$ cat src/source/rvga_pkg.sv
`default_nettype none

package rvga_pkg;

    // ##################################################
    // cache geometry
    // ##################################################
    localparam int num_ways      = 4;
    localparam int lines_per_way = 16;
    localparam int line_words    = 4;
    localparam int index_bits    = 4;
    localparam int offset_bits   = 4;
    localparam int tag_bits      = 24;

    typedef logic [31:0] rvga_word;

    // fetch address as seen by the lookup.
    typedef struct packed {
        logic [tag_bits-1:0]      tag;
        logic [index_bits-1:0]    index;
        logic [offset_bits-3:0]   word_off;
        logic [1:0]               byte_off;   // ignored, fetches are aligned.
    } icache_addr_t;

    // raw word for the memory port, fields for the tag/index compare.
    typedef union packed {
        rvga_word                 raw;
        icache_addr_t             fields;
    } icache_addr_u;

    typedef rvga_word [line_words-1:0] icache_line_t;

    typedef logic [num_ways-1:0] way_sel_t;  // one-hot.

    // ##################################################
    // port bundles
    // ##################################################
    typedef struct packed {
        logic                     valid;
        icache_addr_u             addr;
    } fetch_req_t;

    typedef struct packed {
        logic                     valid;
        rvga_word                 rdata;
    } fetch_rsp_t;

    typedef struct packed {
        logic                     read;
        rvga_word                 addr;
    } mem_req_t;

    typedef struct packed {
        logic                     valid;
        rvga_word                 rdata;
    } mem_rsp_t;

endpackage

`default_nettype wire

$ cat src/source/icache_lru.sv
`default_nettype none

module icache_lru (
    input  wire                            clk,
    input  wire                            rst_n,
    input  wire [rvga_pkg::index_bits-1:0] index,
    input  wire                            touch,
    input  wire rvga_pkg::way_sel_t        touch_way,
    input  wire rvga_pkg::way_sel_t        valid_ways,
    output rvga_pkg::way_sel_t             victim
);

    // bit 0 picks the pair, bit 1 ways 0/1, bit 2 ways 2/3.
    logic [2:0] tree [rvga_pkg::lines_per_way];
    logic [2:0] cur_bits;
    logic [2:0] nxt_bits;

    assign cur_bits = tree[index];

    // ##################################################
    // victim choice
    // ##################################################
    always_comb begin
        if (!valid_ways[0]) begin
            victim = 4'b0001;                       // fill empty ways first.
        end else if (!valid_ways[1]) begin
            victim = 4'b0010;
        end else if (!valid_ways[2]) begin
            victim = 4'b0100;
        end else if (!valid_ways[3]) begin
            victim = 4'b1000;
        end else if (!cur_bits[0]) begin
            victim = cur_bits[1] ? 4'b0010 : 4'b0001;
        end else begin
            victim = cur_bits[2] ? 4'b1000 : 4'b0100;
        end
    end

    // ##################################################
    // update on touch
    // ##################################################
    // the path to the touched way is turned to point away from it.
    always_comb begin
        nxt_bits = cur_bits;
        if (touch_way[0] || touch_way[1]) begin
            nxt_bits[0] = 1'b1;
            nxt_bits[1] = touch_way[0];
        end else begin
            nxt_bits[0] = 1'b0;
            nxt_bits[2] = touch_way[2];
        end
    end

    always_ff @(posedge clk or negedge rst_n) begin
        if (!rst_n) begin
            for (int i = 0; i < rvga_pkg::lines_per_way; i++) begin
                tree[i] <= '0;
            end
        end else if (touch) begin
            tree[index] <= nxt_bits;
        end
    end

endmodule

`default_nettype wire

$ cat config.mk
export PLATFORM = sky130hd
export DESIGN_NAME = icache_lru
export DESIGN_NICKNAME = d
export VERILOG_FILES = /design/src/source/rvga_pkg.sv /design/src/source/icache_lru.sv
export SDC_FILE = /design/constraint.sdc
export NUM_CORES = 1
export LEC_CHECK = 0
export BUFFER_PORTS_ARGS = -buffer_cell sky130_fd_sc_hd__buf_4
export CORE_AREA = 2 2 64 66
export DETAILED_ROUTE_END_ITERATION = 8
export DIE_AREA = 0 0 66 68
export GPL_TIMING_DRIVEN = 0
export PLACE_DENSITY = 0.82
export SLEW_MARGIN = 20
export SYNTH_ARGS = -nofsm -noshare
export SYNTH_HDL_FRONTEND = slang
export SYNTH_SLANG_ARGS = --single-unit
$ cat constraint.sdc
create_clock -name clk -period 3.91 [get_ports clk]
set_input_delay 0.782 -clock clk [delete_from_list [all_inputs] [get_ports clk]]
set_output_delay 0.782 -clock clk [all_outputs]
set_load 0.05 [all_outputs]
==> flow_summary.toml <==
[yosys]
yosysMostFrequentCell = "dfrtp_1"
postSynthAreaPerCell_sq_um = 10.5
synth_flop_cell = "dfrtp_1"
synth_top_area_share_pct = 51.7
synth_cell_type_count = 28
yosysWarnings = 0
syn_inst = 221
yosysTopAreaCell = "dfrtp_1"
synth_area_leaders = "dfrtp_1 (52%), a21oi_1 (9.3%), nor2_1 (7.6%)"
ys_ff_latch = 48
ys_seq_area_share_pct = 51.7
synthArstFlopShare_pct = 100
synth_edf_count = 0
synth_nets = 236
synth_commonest_cells = "dfrtp_1 (48), nor2_1 (47), a21oi_1 (43)"
netlist_area_sq_mm = 0.00232

[clock_tree]
cts_root_buf = "clkbuf_8"
cts.sinks = 48
cts_tree = "yes"
cts_made_buffers = 5
ctsResizeCount = 0
cts_hold_buffers = 0
clk_latency_ns = 0.30
cts.clk_slew.worst_paths_ns = 0.08
cts_setup_buffers = 0
htree_levels = 2
clock_path_buffers = 2

[finish]
reg.largest.list = "tree x48"
multi_input_area_sq_mm = 0.00105
diodes = 0
nets = 259
stdcell_count = 295
drive_above_1_share_pct = 18.0
seqCellArea_sq_mm = 0.00120
fillers = 318
largest_reg_flops = 48
area_growth_pct = 12.5
layout.core_utilization_pct = 67.8
top_register = "tree"

[routing]
vias_per_cell = 5.89
drt_iter0_markers = 120
drt-total-wl_um = 5300
wl_per_cell_um = 18.0
drc = 0
drtAntennaViolNets = 0
first_pass_iters = 4
vias = 1739

[global_routing]
grt_pass1_vias = 1757
grt_max_degree = 49
grt_pass1_wl_um = 8500
grt_use_met1_pct = 33.3
use_met3_pct = 6.25
grt_overflow_total = 0
grt_usage_pct = 26.5
met2_usage_pct = 45.8
top_usage_layer = "met2"
antenna_found_initial = 0

[die]
core-area_sq_mm = 0.00386
fp-row-count = 23
die_h_um = 68
io_pins = 19
dieArea_sq_mm = 0.00449
start_util_pct = 60.3
die_w_um = 66

[sta]
final_max_slew_viol_count = 0
hold_viol_final = 0
timing.setup.tns_ns = 0
rsz0062_at_grt = "false"
fmax_mhz = 310
skew_ns = 0.0128
period_share_pct = 82.5
setup-violations-final = 0
finalCriticalPeriod_ns = 3.23
tightest_slew_ns = 0.996
slew_headroom_pct = 33.0

[placement]
dp_cells = 287
portBuffers = 16
routabilityCongestion = 0.807
hpwl_um = 3860

[power]
p_per_area_mw_per_mm2 = 526
max-vdd-ir-drop_mv = 0.279
power.leakage_nw = 1.08

[hold_path]
min-delay-path-class = "input port to async pin"

[critical_path]
crit_path_end_kind = "output port"
r2r_slack_ns = 1.91
path_class = "input port to output port"
arrival_ns = 2.45
cp_max_fo = 10
cp_data_required_time_ns = 3.13
cp-start-kind = "input port"

[job]
max-cap-violations = 0

[run_status]
status = "complete, no violations"
## final timing paths
kind,cells past startpoint,start,end
min in group clk,2,tree[42],tree[42]
worst min register to register,2,tree[42],tree[42]
worst max-delay path,7,index[0],victim[0]
worst min-delay path,1,rst_n,tree[39]
max in group asynchronous,1,rst_n,tree[8]
worst max register to register,6,tree[44],tree[23]
## kinds of logic (layout without fill, tap and decap cells)
group	Yosys count	after routing	synth area share [%]
AO/OA/AOI/OAI	59	59	14.5
buffers and inverters	11	35	3.18
flip-flops	48	48	51.7
multiplexers	14	14	13.8
AND/OR/NAND/NOR	89	89	16.8
## metal layers
layer,share of wire [%],vias up
li1,-,837
met2,52,41
met3,4.3,4
met5,0,-
met1,43,857
met4,0.68,0
## cell usage in the layout (no fill, tap or decap)
| cell type | n |
|---|---|
| dfrtp_1 | 48 |
| nor2_1 | 47 |
| a21oi_1 | 43 |
| buf_4 | 16 |
| nand2_1 | 15 |
| nor3_1 | 8 |
| mux4_2 | 7 |
| o21ai_0 | 7 |
| mux4_1 | 5 |
| clkbuf_8 | 5 |
| buf_6 | 4 |
| clkbuf_1 | 4 |
| a22oi_2 | 4 |
| nand3_1 | 4 |
| nor2b_1 | 3 |
| nand4_1 | 3 |
| nand2b_1 | 3 |
| buf_2 | 2 |
| a22oi_1 | 2 |
| inv_1 | 2 |
| nor4_1 | 2 |
| and2_1 | 1 |
| o22ai_1 | 1 |
| nand2_2 | 1 |
| a21oi_2 | 1 |
| nor2_4 | 1 |
| or3_1 | 1 |
| mux2i_4 | 1 |
| a31oi_1 | 1 |
| mux2i_1 | 1 |
| bufinv_16 | 1 |
| clkinv_2 | 1 |
## where the power goes
part	total (mW)	switching (mW)	internal, mW
sequential	0.688	0.0661	0.621
clock	0.348	0.158	0.190
combinational	0.339	0.181	0.158
## stage by stage
stage	hold WS, ns	total power [mW]	area (sq um)	setup WS, ns
floorplan	0.442	0.926	2320	0.121
detailed placement	0.478	1.03	2510	0.661
global placement	0.458	1.01	2510	0.681
CTS	0.491	1.38	2620	0.660
finish	0.484	1.37	2620	0.683
global route	0.516	1.46	2620	0.603
## area by class of cell
type                    count  area share, %
clock buffers               6           2.78
repair buffers             16           4.59
multi-input cells         162           40.1
flip-flops and latches     48           45.9
inverters                   2          0.287
plain buffers               9           2.54
clock inverters             2           1.34
well taps                  50           2.39
## critical path: stages
cell and delay [ns]:
buf_6 0.14, buf_6 0.19, mux4_2 0.51, a22oi_1 0.27
nand4_1 0.15, o21ai_0 0.18, buf_4 0.22
(Power assumes the default switching activity.)
