===== src/source/rvga_pkg.sv =====
`default_nettype none

package rvga_pkg;

    // ##################################################
    // cache geometry
    // ##################################################
    localparam int num_ways      = 4;
    localparam int lines_per_way = 16;
    localparam int line_words    = 4;
    localparam int index_bits    = 4;
    localparam int offset_bits   = 4;
    localparam int tag_bits      = 24;

    typedef logic [31:0] rvga_word;

    // fetch address as seen by the lookup.
    typedef struct packed {
        logic [tag_bits-1:0]      tag;
        logic [index_bits-1:0]    index;
        logic [offset_bits-3:0]   word_off;
        logic [1:0]               byte_off;   // ignored, fetches are aligned.
    } icache_addr_t;

    // raw word for the memory port, fields for the tag/index compare.
    typedef union packed {
        rvga_word                 raw;
        icache_addr_t             fields;
    } icache_addr_u;

    typedef rvga_word [line_words-1:0] icache_line_t;

    typedef logic [num_ways-1:0] way_sel_t;  // one-hot.

    // ##################################################
    // port bundles
    // ##################################################
    typedef struct packed {
        logic                     valid;
        icache_addr_u             addr;
    } fetch_req_t;

    typedef struct packed {
        logic                     valid;
        rvga_word                 rdata;
    } fetch_rsp_t;

    typedef struct packed {
        logic                     read;
        rvga_word                 addr;
    } mem_req_t;

    typedef struct packed {
        logic                     valid;
        rvga_word                 rdata;
    } mem_rsp_t;

endpackage

`default_nettype wire


===== src/source/icache_control.sv =====
`default_nettype none

module icache_control (
    input  wire                       clk,
    input  wire                       rst_n,
    input  wire rvga_pkg::fetch_req_t fetch_req,
    output rvga_pkg::fetch_rsp_t      fetch_rsp,
    output rvga_pkg::mem_req_t        mem_req,
    input  wire rvga_pkg::mem_rsp_t   mem_rsp,
    input  wire                       hit,
    input  wire rvga_pkg::way_sel_t   hit_way,
    input  wire rvga_pkg::way_sel_t   victim,
    input  wire rvga_pkg::rvga_word   rdata,
    output logic                      fill_word_en,
    output logic [1:0]                fill_count,
    output rvga_pkg::way_sel_t        way_load,
    output logic                      lru_touch,
    output rvga_pkg::way_sel_t        lru_way
);

    typedef enum logic [2:0] {
        s_idle,
        s_request,      // one-cycle read strobe.
        s_wait_rsp,     // words 0..2.
        s_write_line,   // last word, line goes into the victim way.
        s_respond       // repeated lookup after the fill.
    } state_t;

    state_t                 state;
    state_t                 state_nxt;
    rvga_pkg::way_sel_t     victim_q;
    rvga_pkg::icache_addr_u fill_addr;
    logic                   lookup;
    logic                   respond;
    logic                   rsp_valid;
    rvga_pkg::rvga_word     rsp_rdata;

    // the cycle after a response the request is still held, so skip it.
    assign lookup  = (state == s_idle) && fetch_req.valid && !rsp_valid;
    assign respond = hit && (lookup || (state == s_respond));

    assign fill_word_en = mem_rsp.valid && ((state == s_wait_rsp) || (state == s_write_line));
    assign way_load     = (mem_rsp.valid && (state == s_write_line)) ? victim_q : '0;
    assign lru_touch    = respond;
    assign lru_way      = hit_way;

    // ##################################################
    // state machine
    // ##################################################
    always_comb begin
        state_nxt = state;
        case (state)
            s_idle:       if (lookup && !hit) state_nxt = s_request;
            s_request:    state_nxt = (fill_count == 2'd3) ? s_write_line : s_wait_rsp;
            s_wait_rsp:   if (mem_rsp.valid) state_nxt = s_request;
            s_write_line: if (mem_rsp.valid) state_nxt = s_respond;
            s_respond:    state_nxt = s_idle;
            default:      state_nxt = s_idle;
        endcase
    end

    always_ff @(posedge clk or negedge rst_n) begin
        if (!rst_n) begin
            state      <= s_idle;
            victim_q   <= '0;
            fill_count <= '0;
            rsp_valid  <= 1'b0;
        end else begin
            state     <= state_nxt;
            rsp_valid <= respond;
            if (lookup && !hit) begin
                victim_q <= victim;          // held through the whole fill.
            end
            if (fill_word_en) begin
                fill_count <= fill_count + 2'd1;  // wraps to 0 after the last word.
            end
        end
    end

    always_ff @(posedge clk) begin
        if (respond) begin
            rsp_rdata <= rdata;
        end
    end

    // ##################################################
    // outputs
    // ##################################################
    always_comb begin
        fill_addr                 = fetch_req.addr;
        fill_addr.fields.word_off = fill_count;
        fill_addr.fields.byte_off = '0;
        mem_req.read              = (state == s_request);
        mem_req.addr              = fill_addr.raw;
    end

    assign fetch_rsp.valid = rsp_valid;
    assign fetch_rsp.rdata = rsp_rdata;

endmodule

`default_nettype wire


===== config.mk =====
export PLATFORM = sky130hd
export DESIGN_NAME = icache_control
export DESIGN_NICKNAME = d
export VERILOG_FILES = /design/src/source/rvga_pkg.sv /design/src/source/icache_control.sv
export SDC_FILE = /design/constraint.sdc
export NUM_CORES = 1
export LEC_CHECK = 0
export BUFFER_PORTS_ARGS = -buffer_cell sky130_fd_sc_hd__buf_2
export CORE_ASPECT_RATIO = 1.2
export CORE_MARGIN = 5
export CORE_UTILIZATION = 34
export CTS_CLUSTER_SIZE = 12
export DETAILED_ROUTE_END_ITERATION = 8
export HOLD_SLACK_MARGIN = 0.02
export PLACE_DENSITY = 0.77
export SLEW_MARGIN = 10
export SYNTH_ARGS = -nofsm -noshare
export SYNTH_HDL_FRONTEND = slang
export SYNTH_SLANG_ARGS = --single-unit

===== constraint.sdc =====
create_clock -name clk -period 6.6 [get_ports clk]
set_input_delay 1.32 -clock clk [delete_from_list [all_inputs] [get_ports clk]]
set_output_delay 1.32 -clock clk [all_outputs]
set_load 0.01 [all_outputs]

==> summary.txt <==
Run status
  – Status: complete, no violations

Hold path
  – Hold Startpoint: victim_q[3]
  – Hold depth: 1
  – Worst Hold End: victim_q[3]
  – Worst hold path class: reg2reg

Yosys
  – Synth area leaders: edfxtp_1 56%, buf_4 17%, dfrtp_1 15%
  – Post-Synthesis Cell Area: 1710 sq um
  – Syn Area/Cell: between 15 and 20 sq um
  – Number of synthesized flops with an enable pin: 32
  – Most frequent cells after synthesis: 38 x buf_4, 32 x edfxtp_1, 10 x dfrtp_1
  – Top-count cell post-synth: buf_4
  – Dominant synthesized flop cell: edfxtp_1
  – Synth top area share: a little under three fifths
  – Post-synth top area cell: edfxtp_1
  – Syn. warnings: 0
  – Ys async rst share: around a quarter
  – Post-Synthesis Cells: 109
  – Register area share after synthesis: 71.0%
  – Yosys cell types: 20
  – #FFs+latches synth: 42

STA
  – Slew Limit Fails: 0
  – Setup TNS Final: 0 ns
  – Final Hold Fails: 0
  – Minimum clock period: around 3.3 ns
  – RSZ-0062 raised after global routing: false
  – Worst clock skew: around 0.0062 ns
  – Max Freq: between 300 and 400 MHz
  – # setup viols final: 0
  – WHS: approximately 0.5 ns
  – Period utilization: roughly half

Job
  – Number of max-cap violations: 0

Clock network
  – Num CTS Buffers: 5
  – CTS max path bufs: 2
  – Reg clk slew, reported paths: about 0.070 ns
  – Postcts setup bufs: 0
  – H-tree levels: 2
  – Clock sink total: 42
  – Clock Latency Late Sink: 0.28 ns
  – Hold-fix buffers at CTS: 0
  – Root Driver: clkbuf_8
  – Post-cts sizing count: 0
  – TritonCTS clock tree: built

Worst setup path
  – Crit path required time: 5.28 ns
  – WS Path Type: in2out
  – Worst EP arrival: roughly 2.0 ns
  – Reg2Reg Setup Slack: 4.97 ns
  – CP Capture Type: primary output
  – Startpoint Class: primary input
  – Reg2reg path depth: 2
  – R2r startpoint: state[1]
  – Crit-path max FO: 5
  – R2R Path End: rsp_rdata[5]

Final layout
  – Inserted Diodes: 0
  – Fill cell count: 484
  – Syn-to-layout area delta: 18.0%
  – Post-layout util: about 41%
  – Register Area: between 1000 and 1500 sq um
  – Layout cells sized above 1: between 50 and 60%
  – Post-route design area: 2010 sq um
  – Multi-input gate area: roughly 210 sq um
  – Nets: roughly 270

Die
  – Die width: approximately 75 um
  – Die extent in y: just under 90 um
  – Row cnt: 28
  – Die ar.: around 6500 sq um
  – Initial cell density of the core: 34.8%
  – Top Ports: roughly 190
  – Core Area: just under 5000 sq um

Routing
  – DRC Markers: 0
  – Vias: a little under 1,000
  – Routed WL per cell: between 10 and 15 um
  – DRT Wirelength: about 3.4 mm
  – Drt initial violations: 14
  – DRT antenna net count: 0
  – Vias per cell: approximately 4.4
  – DRT Pass-1 Iters: 4

Global route
  – First-pass GRT wire length: just under 5 mm
  – Total grt overflow: 0
  – Largest net degree at the start of global routing: 34
  – Global-route usage over all layers: about a tenth
  – Vias in the first global route: about 1,000
  – Initial antenna violation count: 1

Power
  – Total power: 683 uW
  – Leakage: roughly 0.00090 uW
  – Worst vdd ir: around 0.19 mV
  – PD cells: 339 nW/um^2

Placement
  – Gpl congestion: roughly 0.7
  – Post-DP HPWL: 2.61 mm
  – Port Buf Inserts: 84
  – Placement Cell Area: between 1500 and 2000 sq um
worst max-delay path, stage by stage:
cell	delay, ns
buf_2	0.09
nand2_1	0.07
nor2_1	0.23
and2_1	0.16
buf_2	0.13
stage by stage:
| stage | setup WS (ns) | cells |
|---|---|---|
| finish | 3.28 | 225 |
| floorplan | 0.482 | 110 |
| detailed placement | 3.28 | 217 |
| global placement | 3.28 | 217 |
| global route | 3.18 | 225 |
| CTS | 3.27 | 225 |
cell usage in the layout (no fill, tap or decap), types with 2 or more instances in the layout:
cell	synthesis	layout
inv_1	2	2
dfrtp_1	10	10
clkbuf_1	0	3
conb_1	1	2
clkbuf_8	0	5
nor2_1	4	4
a21oi_1	2	2
and2_1	4	4
buf_2	0	84
mux2_2	5	5
edfxtp_1	32	32
power breakdown:
group	total (uW)	switching [uW]	leakage (uW)	internal, uW
Sequential	375	32.7	0.000414	342
Combinational	157	82.6	0.000442	74.1
Clock	151	76.1	0.0000395	75.1
Total	683	191	0.000895	491
sequential cells by signal, indices dropped and copies added (netlist names):
signal,flops
fill_count,2
rsp_rdata,32
rsp_valid,1
victim_q,4
state,3
layout make-up:
class,count,area share (%)
Clock buffer,8,3.98
Inverter,2,0.373
Multi-Input combinational cell,28,10.5
Sequential cell,42,60.2
Tap cell,60,3.73
Timing Repair Buffer,85,21.3
logic make-up after synthesis:
| group | Yosys count | synth area share, % |
|---|---|---|
| DFF | 42 | 71.0 |
| buffers and inverters | 40 | 17.2 |
| and+or+nand+nor | 14 | 5.14 |
| muxes | 5 | 3.30 |
| AOI/OAI and AO/OA | 4 | 1.39 |
| xor gates and xnor gates | 2 | 1.03 |
| adders and majority gates | 1 | 0.734 |
| other | 1 | 0.220 |
worst max path at each step:
stage / to / start / cells after the start
3_5_place_dp: way_load[2] / mem_rsp[32] / 5
2_1_floorplan: lru_touch / hit / 2
4_1_cts: way_load[2] / mem_rsp[32] / 5
3_3_place_gp: way_load[1] / mem_rsp[32] / 5
6_report: way_load[2] / mem_rsp[32] / 5
5_1_grt: way_load[2] / mem_rsp[32] / 5
per-layer routing:
metal  vias to the layer above  track usage (%)  routed length [um]
li1                        444                -                   -
met1                       440             9.43                1030
met2                        83             14.7                1500
met3                        23             8.04                 661
met4                         2             6.63                 165
met5                         -                0                  17
No activity file was read; power rests on OpenSTA's default activity.
